$ cat config.mk
export PLATFORM = sky130hd
export DESIGN_NAME = acc_top
export DESIGN_NICKNAME = d
export VERILOG_FILES = /design/src/acc_pkg.sv /design/src/acc_ctrl.sv /design/src/acc_count.sv /design/src/acc_mac.sv /design/src/acc_top.sv
export SDC_FILE = /design/constraint.sdc
export NUM_CORES = 1
export LEC_CHECK = 0
export BUFFER_PORTS_ARGS = -buffer_cell sky130_fd_sc_hd__buf_2
export CORE_ASPECT_RATIO = 1.1
export CORE_MARGIN = 2
export CORE_UTILIZATION = 60
export CTS_CLUSTER_SIZE = 24
export DETAILED_ROUTE_END_ITERATION = 8
export PLACE_DENSITY = 0.87
export SYNTH_ARGS = -nofsm -noshare
export SYNTH_HDL_FRONTEND = slang
export SYNTH_SLANG_ARGS = --single-unit
$ cat constraint.sdc
create_clock -name clk -period 9.6 [get_ports clk]
set_clock_uncertainty 0.1 [all_clocks]
set_input_delay 0.96 -clock clk [delete_from_list [all_inputs] [get_ports clk]]
set_output_delay 0.96 -clock clk [all_outputs]
set_load 0.05 [all_outputs]
$ cat src/acc_pkg.sv
`default_nettype none

package acc_pkg;

    // ======================================================================
    // Widths
    // ======================================================================

    // 16-bit products grown by an 8-way adder tree
    localparam int PSUM_W = 16 + $clog2(8);
    localparam int OUT_W  = 16;
    // Room for 256 partial sums without overflow
    localparam int ACC_W  = PSUM_W + 8;
    localparam int LEN_W  = 8;

    // ======================================================================
    // Types
    // ======================================================================

    typedef logic signed [PSUM_W-1:0] psum_t;
    typedef logic signed [ACC_W-1:0]  acc_t;
    typedef logic signed [OUT_W-1:0]  osum_t;

    // Group length or count, 0 stands for 256
    typedef logic [LEN_W-1:0] len_t;

    typedef enum logic {
        ACC_IDLE,
        ACC_GROUP
    } acc_state_t;

endpackage

`default_nettype wire

$ cat src/acc_ctrl.sv
`default_nettype none

module acc_ctrl (
    input  wire           clk,
    input  wire           rstn,
    input  wire           acc_pkg::len_t cfg_acc_num,
    input  wire           idata_valid,
    input  wire           last,
    output acc_pkg::len_t grp_len,
    output logic          busy
);

    import acc_pkg::*;

    acc_state_t state;
    len_t       len_q;

    // ======================================================================
    // Group open / closed
    // ======================================================================

    always_ff @(posedge clk or negedge rstn) begin
        if (!rstn) begin
            state <= ACC_IDLE;
        end else begin
            case (state)
                ACC_IDLE: begin
                    // Single-input group opens and closes on the same edge
                    if (idata_valid && !last) begin
                        state <= ACC_GROUP;
                    end
                end
                ACC_GROUP: begin
                    if (last) begin
                        state <= ACC_IDLE;
                    end
                end
                default: begin
                    state <= ACC_IDLE;
                end
            endcase
        end
    end

    // Length is frozen at the first input of a group
    always_ff @(posedge clk or negedge rstn) begin
        if (!rstn) begin
            len_q <= '0;
        end else if (state == ACC_IDLE && idata_valid) begin
            len_q <= cfg_acc_num;
        end
    end

    // Live config until a group opens
    assign grp_len = (state == ACC_GROUP) ? len_q : cfg_acc_num;

    assign busy = (state == ACC_GROUP);

endmodule

`default_nettype wire

$ cat src/acc_count.sv
`default_nettype none

module acc_count (
    input  wire  clk,
    input  wire  rstn,
    input  wire  idata_valid,
    input  wire  acc_pkg::len_t grp_len,
    output logic last
);

    import acc_pkg::*;

    len_t cnt;
    len_t cnt_end;

    // Wraps modulo 256, so a length of 0 ends at count 255
    assign cnt_end = grp_len - len_t'(1);

    // Last-of-group strobe in the cycle of the accepted input
    assign last = idata_valid && (cnt == cnt_end);

    // ======================================================================
    // Accepted input counter
    // ======================================================================

    always_ff @(posedge clk or negedge rstn) begin
        if (!rstn) begin
            cnt <= '0;
        end else if (last) begin
            cnt <= '0;
        end else if (idata_valid) begin
            cnt <= cnt + len_t'(1);
        end
    end

endmodule

`default_nettype wire

$ cat src/acc_mac.sv
`default_nettype none

module acc_mac (
    input  wire           clk,
    input  wire           rstn,
    input  wire           acc_pkg::psum_t idata,
    input  wire           idata_valid,
    input  wire           last,
    output acc_pkg::osum_t odata,
    output logic          odata_valid
);

    import acc_pkg::*;

    psum_t idata_q;
    logic  valid_q;
    logic  last_q;
    acc_t  acc;
    acc_t  acc_sum;

    // Clamp to the signed 16-bit range
    function automatic osum_t saturate(input acc_t value);
        logic fits;
        fits = (value[ACC_W-1:OUT_W-1] == {(ACC_W-OUT_W+1){value[ACC_W-1]}});
        if (fits) begin
            return value[OUT_W-1:0];
        end else if (value[ACC_W-1]) begin
            return {1'b1, {(OUT_W-1){1'b0}}};
        end else begin
            return {1'b0, {(OUT_W-1){1'b1}}};
        end
    endfunction

    // ======================================================================
    // Stage 1, input register
    // ======================================================================

    always_ff @(posedge clk) begin
        if (idata_valid) begin
            idata_q <= idata;
        end
    end

    always_ff @(posedge clk or negedge rstn) begin
        if (!rstn) begin
            valid_q <= 1'b0;
            last_q  <= 1'b0;
        end else begin
            valid_q <= idata_valid;
            last_q  <= last;
        end
    end

    // ======================================================================
    // Stage 2, accumulate and emit
    // ======================================================================

    // Sign-extended add of the registered partial sum
    assign acc_sum = acc + acc_t'(idata_q);

    // Cleared at the group boundary so the next group starts from zero
    always_ff @(posedge clk or negedge rstn) begin
        if (!rstn) begin
            acc <= '0;
        end else if (last_q) begin
            acc <= '0;
        end else if (valid_q) begin
            acc <= acc_sum;
        end
    end

    always_ff @(posedge clk or negedge rstn) begin
        if (!rstn) begin
            odata       <= '0;
            odata_valid <= 1'b0;
        end else begin
            odata_valid <= last_q;
            if (last_q) begin
                odata <= saturate(acc_sum);
            end
        end
    end

endmodule

`default_nettype wire

$ cat src/acc_top.sv
`default_nettype none

module acc_top (
    input  wire           clk,
    input  wire           rstn,
    input  wire           acc_pkg::len_t cfg_acc_num,
    input  wire           acc_pkg::psum_t idata,
    input  wire           idata_valid,
    output acc_pkg::osum_t odata,
    output logic          odata_valid,
    output logic          busy
);

    import acc_pkg::*;

    len_t grp_len;
    logic last;

    // ======================================================================
    // Group control
    // ======================================================================

    acc_ctrl u_ctrl (
        .clk         (clk),
        .rstn        (rstn),
        .cfg_acc_num (cfg_acc_num),
        .idata_valid (idata_valid),
        .last        (last),
        .grp_len     (grp_len),
        .busy        (busy)
    );

    acc_count u_count (
        .clk         (clk),
        .rstn        (rstn),
        .idata_valid (idata_valid),
        .grp_len     (grp_len),
        .last        (last)
    );

    // ======================================================================
    // Datapath
    // ======================================================================

    // Two edges from the last input to odata_valid
    acc_mac u_mac (
        .clk         (clk),
        .rstn        (rstn),
        .idata       (idata),
        .idata_valid (idata_valid),
        .last        (last),
        .odata       (odata),
        .odata_valid (odata_valid)
    );

endmodule

`default_nettype wire

==> results of run 1 <==
## placed cells by master, fill, tap and decap left out, types with 5 or more instances in the layout
cell      netlist  routed
a21oi_1        36      36
o221ai_1        7       7
ha_1           28      28
buf_2           1      47
edfxtp_1       19      19
xor2_1         11      11
nor3_1         13      13
o21ai_1         8       8
o221ai_2       10      10
and2_1         13      13
mux2i_1        17      17
nand3_1        10      10
nor2_1         51      51
clkbuf_8        0       9
mux2_2          9       9
nand2_1        43      43
xnor2_1        25      25
nand2b_1        5       5
o21ai_0        18      18
inv_1          31      31
a21oi_2         8       8
a211oi_1        5       5
dfrtp_1        63      63
## worst max-delay path, cell delays in order, from the launching register on
cell and delay [ns]:
edfxtp_1 0.56, ha_1 0.56, a21oi_2 0.13, o21ai_1 0.41
a21o_1 0.24, o31a_1 0.13, o41a_1 0.16, nor2_1 0.07
or4_4 0.56, o31ai_4 0.74, o221ai_1 0.27
## synth_stat cells (4+ instances only)
library cell | number | share of area
and2_1 | 13 | 0.016
a211oi_1 | 5 | 0.0073
o221ai_1 | 7 | 0.012
inv_1 | 31 | 0.023
xor2_1 | 11 | 0.019
nand3_1 | 10 | 0.0097
dfrtp_1 | 63 | 0.30
o22ai_1 | 4 | 0.0048
nand2b_1 | 5 | 0.0061
a21oi_1 | 36 | 0.035
nor2_1 | 51 | 0.037
o21ai_0 | 18 | 0.017
a21o_1 | 4 | 0.0058
nand2_1 | 43 | 0.031
clkbuf_1 | 12 | 0.0087
o21bai_1 | 4 | 0.0058
a21oi_2 | 8 | 0.014
mux2_2 | 9 | 0.020
xnor2_1 | 25 | 0.042
nand4_1 | 4 | 0.0048
nor3_1 | 13 | 0.013
mux2i_1 | 17 | 0.033
ha_1 | 28 | 0.068
o221ai_2 | 10 | 0.029
edfxtp_1 | 19 | 0.11
and3_1 | 4 | 0.0048
o21ai_1 | 8 | 0.0077
## cell type report
| class | instances | area [µm²] | share of cell area |
|---|---|---|---|
| flip-flops and latches | 82 | 2147 | 0.3789 |
| inverters | 32 | 120.1 | 0.02120 |
| clock inverters | 7 | 80.08 | 0.01413 |
| repair buffers | 49 | 250.2 | 0.04416 |
| clock buffers | 9 | 123.9 | 0.02186 |
| well taps | 111 | 138.9 | 0.02451 |
| multi-input cells | 389 | 2806 | 0.4953 |
## kinds of logic (layout without fill, tap and decap cells)
family	Yosys count	in the layout	synth area share
simple gates	161	161	0.1500
compound gates	136	136	0.2033
flops	82	82	0.4153
buf+inv	51	97	0.04307
xor+xnor	37	37	0.06413
fa+ha+maj	29	29	0.07164
mux	26	26	0.05252
## path summary, 6_finish.rpt
| kind | cells past startpoint | to | startpoint | slack, ns |
|---|---|---|---|---|
| min in group asynchronous | 2 | u_mac.acc[9] | rstn | 0.64 |
| max in group asynchronous | 2 | u_mac.odata_valid | rstn | 8.19 |
| worst max register to register | 10 | u_mac.odata[4] | u_mac.idata_q[18] | 5.49 |
| worst min-delay path | 1 | u_ctrl.len_q[0] | u_ctrl.len_q[0] | 0.42 |
| worst max-delay path | 10 | u_mac.odata[4] | u_mac.idata_q[18] | 5.49 |
| worst min register to register | 1 | u_ctrl.len_q[0] | u_ctrl.len_q[0] | 0.42 |
## sequential cells by signal (all words and copies together), names as in the netlist, named ones only
register           flops
u_mac.acc             27
u_mac.idata_q         19
u_mac.odata           16
u_count.cnt            8
u_ctrl.len_q           8
u_mac.last_q           1
u_mac.odata_valid      1
u_mac.valid_q          1
## through the flow
| step | instances | util | setup WS [ns] | area, µm² |
|---|---|---|---|---|
| after floorplan | 522 | - | 6.285 | 5170 |
| after global placement | 663 | 0.6531 | 5.692 | 5463 |
| after detailed placement | 663 | 0.6531 | 5.551 | 5463 |
| after CTS | 679 | 0.6775 | 5.550 | 5667 |
| after global routing | 679 | 0.6775 | 5.173 | 5667 |
| final | 679 | 0.6775 | 5.494 | 5667 |
## power groups by stage
stage	combinational, µW	sequential (µW)	clock [µW]
2_1_floorplan	898	682	0
3_3_place_gp	1230	582	0
3_5_place_dp	1260	588	0
4_1_cts	1270	582	268
5_1_grt	1410	597	281
6_report	1280	582	266
## per-layer routing
metal	vias up	share of wire	GRT usage
li1	1973	-	-
met1	2037	0.41	0.3345
met2	165	0.50	0.4700
met3	33	0.058	0.04911
met4	0	0.031	0.1091
met5	-	0	0
==> metrics.cfg, run 1 <==
[outcome]
status = completed

[worst_setup_path]
critPathCaptureType = flop
startpoint_type = flop
critical_path_class = reg2reg
worstPathArrival_ns = 4.20
cp_max_fo = 15
critPathRequiredTime_ns = 9.70

[drt]
drc = 0
first_pass_iters = 5
routed_wl_mm = 12.11
routedWlPerCell_um = 17.84
vias = 4208
via_per_inst = 6.197
drt_iter0_markers = 255
ant_nets = 0

[power_and_ir_drop]
switchingPower_uw = 1040
power.share.sequential = 0.273
p_clk_frac = 0.125
power_density_nw_per_um2 = 376.3
p_sw_frac = 0.4877
p_total_uw = 2133
p_int_uw = 1093
ir_drop_uv = 151.7
cellLeakagePower_uw = 0.002536
p_comb_frac = 0.602

[clocking]
clock_sinks = 82
clk_pin_slew_ns = 0.10
ctsResizeCount = 0
cts_root_buf = clkbuf_8
numCtsBuffers = 9
cts_tree = built
h-tree-depth = 3
post_cts_buffers = 0
clockBufferDepth = 2
cts_hold_buffers = 0
insertion_delay_ns = 0.37

[timing]
setup_viol = 0
finalSetupTns_ns = 0
fin_crit_sh = 0.4277
whs_ns = 0.4192
rsz0062_at_grt = no
slew_headroom = 0.2832
fmax_mhz = 243.5
worst_slew_pin_slew_ns = 1.069
slew_viol_final = 0
finalHoldViolCount = 0
fin_crit_ns = 4.106

[die]
initial_core_util = 0.6181
fp-row-count = 35
die_width_um = 92.51
pin_count = 48
core-area_um2 = 8364
die_h_um = 101.4
dieArea_um2 = 9376

[logic_synthesis]
syn_nets = 581
syn-mean-instance-area_um2 = 9.904
synth_seq_cells = 82
synth-main-ff-cell = dfrtp_1
yosysWarnings = 0
yosysUniqueCellTypes = 67
synth_edf_count = 19
async_flop_share = 0.7683
synth.yosys.seq_area_share = 0.4153
netlist_instances = 522
netlist_area_um2 = 5170

[global_route]
grt_max_degree = 64
antenna_found_initial = 0
first_global_vias = 4175
grt_overflow = 0
track_usage = 0.2700
grt_first_pass_wirelength_mm = 19.95

[cells_and_area]
n_fill_cell = 630
finalNetCount = 622
drive_gt1_frac = 0.1919
area_growth_pct = 9.608
n_antenna_cell = 0

[place]
hpwl_mm = 8.668
port_buffers = 47
routabilityCongestion = 0.9374

[min_path]
hold_path_class = reg2reg

[job]
cap_violations = 0

(Power assumes the default switching activity.)
==> run 2: changes to the inputs <==
clock period = 3.9 ns   (was 9.6 ns; I/O delays follow)
==> run 2 against run 1 <==
First-iteration DRC count shrank 4.7%. Sequential share of layout area is 0.37 points lower. Fmax rose by 10%. Largest cell class unchanged. Highest routed layer unchanged.
==> metrics.cfg, run 2 (synthesis gave the netlist of run 1 again) <==
[power_and_ir_drop]
p_total_uw = 5238  ; was 2133 µW
cellLeakagePower_uw = 0.002569  ; was 0.002536 µW
power_density_nw_per_um2 = 915.2  ; was 376.3 nW/µm²
ir_drop_uv = 402.3  ; was 151.7 µV

[place]
routabilityCongestion = 0.9615  ; was 0.9374
placed_cells = 670  ; was 663
hpwl_mm = 8.881  ; was 8.668 mm
port_buffers = 47  ; unchanged
dp_slack_ns = 0.2148  ; was 5.551 ns

[timing]
slew_headroom = 0.4232  ; was 0.2832
fin_crit_ns = 3.725  ; was 4.106 ns
fmax_mhz = 268.4  ; was 243.5 MHz
setup_viol = 0  ; unchanged
finalHoldViolCount = 0  ; unchanged
slew_viol_final = 0  ; unchanged
fin_ws_ns = 0.1748  ; was 5.494 ns
rsz0062_at_grt = no  ; unchanged
worst_slew_pin_slew_ns = 0.8651  ; was 1.069 ns
fin_crit_sh = 0.9552  ; was 0.4277
finalSetupTns_ns = 0  ; unchanged

[clocking]
clockBufferDepth = 2  ; unchanged
clk_pin_slew_ns = 0.09  ; was 0.10 ns
clock_sinks = 82  ; unchanged
cts_root_buf = clkbuf_8  ; unchanged
cts_tree = built  ; unchanged
numCtsBuffers = 9  ; unchanged
h-tree-depth = 3  ; unchanged
insertion_delay_ns = 0.35  ; was 0.37 ns
cts_hold_buffers = 0  ; unchanged

[worst_setup_path]
cp_max_fo = 15  ; unchanged
rrSetupSlack_ns = 0.17  ; was 5.49 ns
critical_path_class = reg2reg  ; unchanged
startpoint_type = flop  ; unchanged
cpMaxStageDelayCell = edfxtp_1  ; was o31ai_4
worstPathArrival_ns = 3.83  ; was 4.20 ns
critPathCaptureType = flop  ; unchanged
critical_path_buf_inv_count = 3  ; was 0
slowest_delay_ns = 0.50  ; was 0.74 ns
critPathRequiredTime_ns = 4.00  ; was 9.70 ns
crit_chain = buf_4 > ha_1 > inv_1 > or3_1 > o31ai_1 > o221ai_1 > xnor2_2 > nor2_1 > a31oi_2 > buf_4 > o221ai_1  ; was ha_1 > a21oi_2 > o21ai_1 > a21o_1 > o31a_1 > o41a_1 > nor2_1 > or4_4 > o31ai_4 > o221ai_1
critPathTopFamily = compound AO/OA/AOI/OAI gates  ; unchanged

[outcome]
status = completed  ; unchanged

[drt]
routedWlPerCell_um = 17.24  ; was 17.84 µm
drc = 0  ; unchanged
first_pass_iters = 5  ; unchanged
via_per_inst = 6.034  ; was 6.197
ant_nets = 0  ; unchanged
vias = 4139  ; was 4208
drt_iter0_markers = 243  ; was 255
routed_wl_mm = 11.83  ; was 12.11 mm

[global_route]
grt_overflow = 0  ; unchanged
track_usage = 0.2682  ; was 0.2700
grt_max_degree = 40  ; was 64
first_global_vias = 4130  ; was 4175
grt_first_pass_wirelength_mm = 19.67  ; was 19.95 mm
antenna_found_initial = 0  ; unchanged

[cells_and_area]
finalNetCount = 629  ; was 622
area_growth_pct = 10.70  ; was 9.608%
final_cell_mix = dfrtp_1 (63), nor2_1 (51), buf_2 (47)  ; unchanged
largest_reg_flops = 27  ; unchanged
fin_cells = 686  ; was 679
reg.largest.list = u_mac.acc: 27 flops, u_mac.idata_q: 19 flops, u_mac.odata: 16 flops  ; unchanged
drive_gt1_frac = 0.2017  ; was 0.1919
layout_commonest_cell = dfrtp_1  ; unchanged
n_antenna_cell = 0  ; unchanged
largest-register = u_mac.acc  ; unchanged

[die]
fp-row-count = 35  ; unchanged
dieArea_um2 = 9376  ; unchanged
core-area_um2 = 8364  ; unchanged
die_h_um = 101.4  ; unchanged
die_width_um = 92.51  ; unchanged
initial_core_util = 0.6181  ; unchanged
pin_count = 48  ; unchanged

[job]
cap_violations = 0  ; unchanged

[min_path]
hold_path_class = in2async  ; was reg2reg

[run 2: final timing paths]
check,endpoint,cells past startpoint,start
worst max-delay path,u_mac.odata[0],11,u_mac.idata_q[18]
worst min-delay path,u_mac.odata[8],1,rstn
worst max register to register,u_mac.odata[0],11,u_mac.idata_q[18]
worst min register to register,u_ctrl.len_q[7],1,u_ctrl.len_q[7]
max in group asynchronous,u_count.cnt[1],2,rstn
min in group clk,u_mac.idata_q[6],1,idata[6]
[run 2: layout make-up]
cell class	count	area [µm²]
repair buffers	56	302.8
clock buffers	10	127.6
multi-input cells	389	2814
clock inverters	6	72.57
fillers	625	2641
inverters	32	120.1
well taps	111	138.9
flip-flops and latches	82	2147
[run 2: metal layers]
metal  vias to the layer above  track usage  wire, µm
met2                       123       0.4632      5898
li1                       1989            -         -
met5                         -            0         0
met1                      2004       0.3467      5046
met3                        23      0.04688       661
met4                         0      0.08496       223
[run 2: where the power goes]
group / switching, µW / internal [µW] / total, µW
clock: 327 / 303 / 630
sequential: 225 / 1200 / 1420
combinational: 1970 / 1220 / 3190
[run 2: metrics by stage]
stage	instance area [µm²]	hold slack, ns	utilization
finish	5723	0.04631	0.6842
global route	5723	0.08610	0.6842
CTS	5715	0.06083	0.6833
detailed placement	5515	0.3947	0.6594
global placement	5515	0.3884	0.6594
floorplan	5170	-0.005591	-
[run 2: timing repair]
| action | CTS | global route |
|---|---|---|
| endpoints found under the setup margin | 0 | 2 |
| setup buffers | 0 | 0 |
| gates resized for setup | 0 | 1 |
==> run 3: changes to the inputs <==
CORE_UTILIZATION = 45   (was 60)
HOLD_SLACK_MARGIN = 0.1   (was unset)
PLACE_DENSITY = 0.7   (was 0.87)
==> run 3 against run 2 <==
Register-to-register slack better by 0.05 ns. Via count is 2.2% lower. Power is 5.1% higher. Core utilization is 16 points lower. Critical endpoint is now u_mac.odata[12]. Setup slack better by 0.049 ns. Highest routed layer unchanged. Clock power is 39% higher. Fmax is 1.3% higher. Cell count is 6.0% higher. Sequential power hardly changed. Wire length is 2.8% higher. Critical path depth is 1 higher.
==> metrics.cfg, run 3 (synthesis gave the netlist of run 1 again) <==
[outcome]
status = completed  ; unchanged

[place]
placed_area_um2 = 5584  ; was 5515 µm²
hpwl_mm = 8.766  ; was 8.881 mm
routabilityCongestion = 0.9106  ; was 0.9615
port_buffers = 47  ; unchanged

[worst_setup_path]
cp_max_fo = 10  ; was 15
startpoint_type = flop  ; unchanged
critPathCaptureType = flop  ; unchanged
worstPathArrival_ns = 3.79  ; was 3.83 ns
critical_path_class = reg2reg  ; unchanged
critPathRequiredTime_ns = 4.01  ; was 4.00 ns

[global_route]
first_global_vias = 4153  ; was 4130
track_usage = 0.2111  ; was 0.2682
grt_overflow = 0  ; unchanged
grt_max_degree = 47  ; was 40
antenna_found_initial = 0  ; unchanged
grt_first_pass_wirelength_mm = 20.29  ; was 19.67 mm

[drt]
drc = 0  ; unchanged
via_per_inst = 5.568  ; was 6.034
drt_iter0_markers = 126  ; was 243
ant_nets = 0  ; unchanged
vias = 4048  ; was 4139
routedWlPerCell_um = 16.73  ; was 17.24 µm
routed_wl_mm = 12.16  ; was 11.83 mm
first_pass_iters = 4  ; was 5

[timing]
slew_headroom = 0.2954  ; was 0.4232
rsz0062_at_grt = no  ; unchanged
worst_slew_pin_slew_ns = 1.057  ; was 0.8651 ns
fin_crit_sh = 0.9427  ; was 0.9552
setup_viol = 0  ; unchanged
slew_viol_final = 0  ; unchanged
finalHoldViolCount = 0  ; unchanged
whs_ns = 0.1150  ; was 0.04631 ns
finalSetupTns_ns = 0  ; unchanged
fmax_mhz = 272.0  ; was 268.4 MHz
fin_crit_ns = 3.676  ; was 3.725 ns

[die]
dieArea_um2 = 12360  ; was 9376 µm²
fp-row-count = 41  ; was 35
die_width_um = 106.2  ; was 92.51 µm
core-area_um2 = 11340  ; was 8364 µm²
die_h_um = 116.4  ; was 101.4 µm
pin_count = 48  ; unchanged
initial_core_util = 0.4560  ; was 0.6181

[clocking]
cts_hold_buffers = 0  ; unchanged
clockBufferDepth = 2  ; unchanged
numCtsBuffers = 9  ; unchanged
post_cts_buffers = 0  ; unchanged
clock_sinks = 82  ; unchanged
cts_tree = built  ; unchanged
cts_root_buf = clkbuf_16  ; was clkbuf_8
ctsResizeCount = 0  ; unchanged
insertion_delay_ns = 0.35  ; about the same
h-tree-depth = 3  ; unchanged
clk_pin_slew_ns = 0.06  ; was 0.09 ns

[min_path]
hold_path_class = in2reg  ; was in2async

[job]
cap_violations = 0  ; unchanged

[cells_and_area]
area_growth_pct = 14.18  ; was 10.70%
n_antenna_cell = 0  ; unchanged
largest_reg_flops = 27  ; unchanged
reg.largest.list = u_mac.acc: 27 flops, u_mac.idata_q: 19 flops, u_mac.odata: 16 flops  ; unchanged
drive_gt1_frac = 0.2045  ; was 0.2017
layout_commonest_cell = dfrtp_1  ; unchanged
finalNetCount = 631  ; was 629
largest-register = u_mac.acc  ; unchanged
final_cell_mix = dfrtp_1 (63), nor2_1 (51), buf_2 (47)  ; unchanged
design_area_um2 = 5903  ; was 5723 µm²

[power_and_ir_drop]
power_density_nw_per_um2 = 932.4  ; was 915.2 nW/µm²
ir_drop_uv = 396.7  ; was 402.3 µV
cellLeakagePower_uw = 0.002638  ; was 0.002569 µW
p_total_uw = 5504  ; was 5238 µW

==> run 3: cell types whose count changed in the layout (fill, tap and decap cells not counted), sizes merged <==
cell	change
clkbuf	+1
clkinvlp	-1
buf	+2
==> run 3: per-stage QoR <==
step | utilization | setup WS (ns) | cells
floorplan | - | 0.5848 | 522
global placement | 0.4926 | 0.2758 | 710
detailed placement | 0.4926 | 0.1730 | 710
CTS | 0.5200 | 0.1585 | 726
global route | 0.5207 | 0.02180 | 727
finish | 0.5207 | 0.2236 | 727
==> run 3: layout make-up <==
| class | instances | area [µm²] |
|---|---|---|
| flip-flops and latches | 82 | 2147 |
| multi-input cells | 389 | 2806 |
| clock inverters | 5 | 58.81 |
| well taps | 150 | 187.7 |
| inverters | 32 | 120.1 |
| repair buffers | 58 | 330.3 |
| clock buffers | 11 | 252.7 |
| fillers | 1057 | 5434 |
==> run 3: power by group <==
group	internal (µW)	switching (µW)	total, µW
Sequential	1200	231	1430
Clock	533	341	873
Combinational	1240	1960	3200
==> run 3: worst max-delay path, stage by stage, from the launching register on <==
cell and delay (ns):
dfrtp_1 0.38, ha_1 0.25, fa_1 0.44, nand3_1 0.13
a21oi_2 0.09, o31a_4 0.38, a31oi_4 0.19, xor2_2 0.22
nand3_1 0.10, or4_4 0.51, o31ai_4 0.35, buf_4 0.28
o221ai_2 0.12
==> run 3: routing by layer <==
metal	vias up	global-route usage	wire length [µm]	share of wire
li1	1982	-	-	-
met1	1950	0.2633	5582	0.46
met2	92	0.3564	5828	0.48
met3	24	0.04464	446	0.037
met4	0	0.09211	304	0.025
met5	-	0	0	0
==> run 3: final timing paths <==
kind | from | endpoint | slack [ns] | cells after the start
max | u_mac.acc[0] | u_mac.odata[12] | 0.22 | 12
min | idata[6] | u_mac.idata_q[6] | 0.12 | 1
max reg2reg | u_mac.acc[0] | u_mac.odata[12] | 0.22 | 12
min reg2reg | u_mac.odata[15] | u_mac.odata[15] | 0.40 | 2
max in group asynchronous | rstn | u_ctrl.len_q[2] | 2.71 | 2
min in group asynchronous | rstn | u_mac.acc[6] | 0.13 | 1
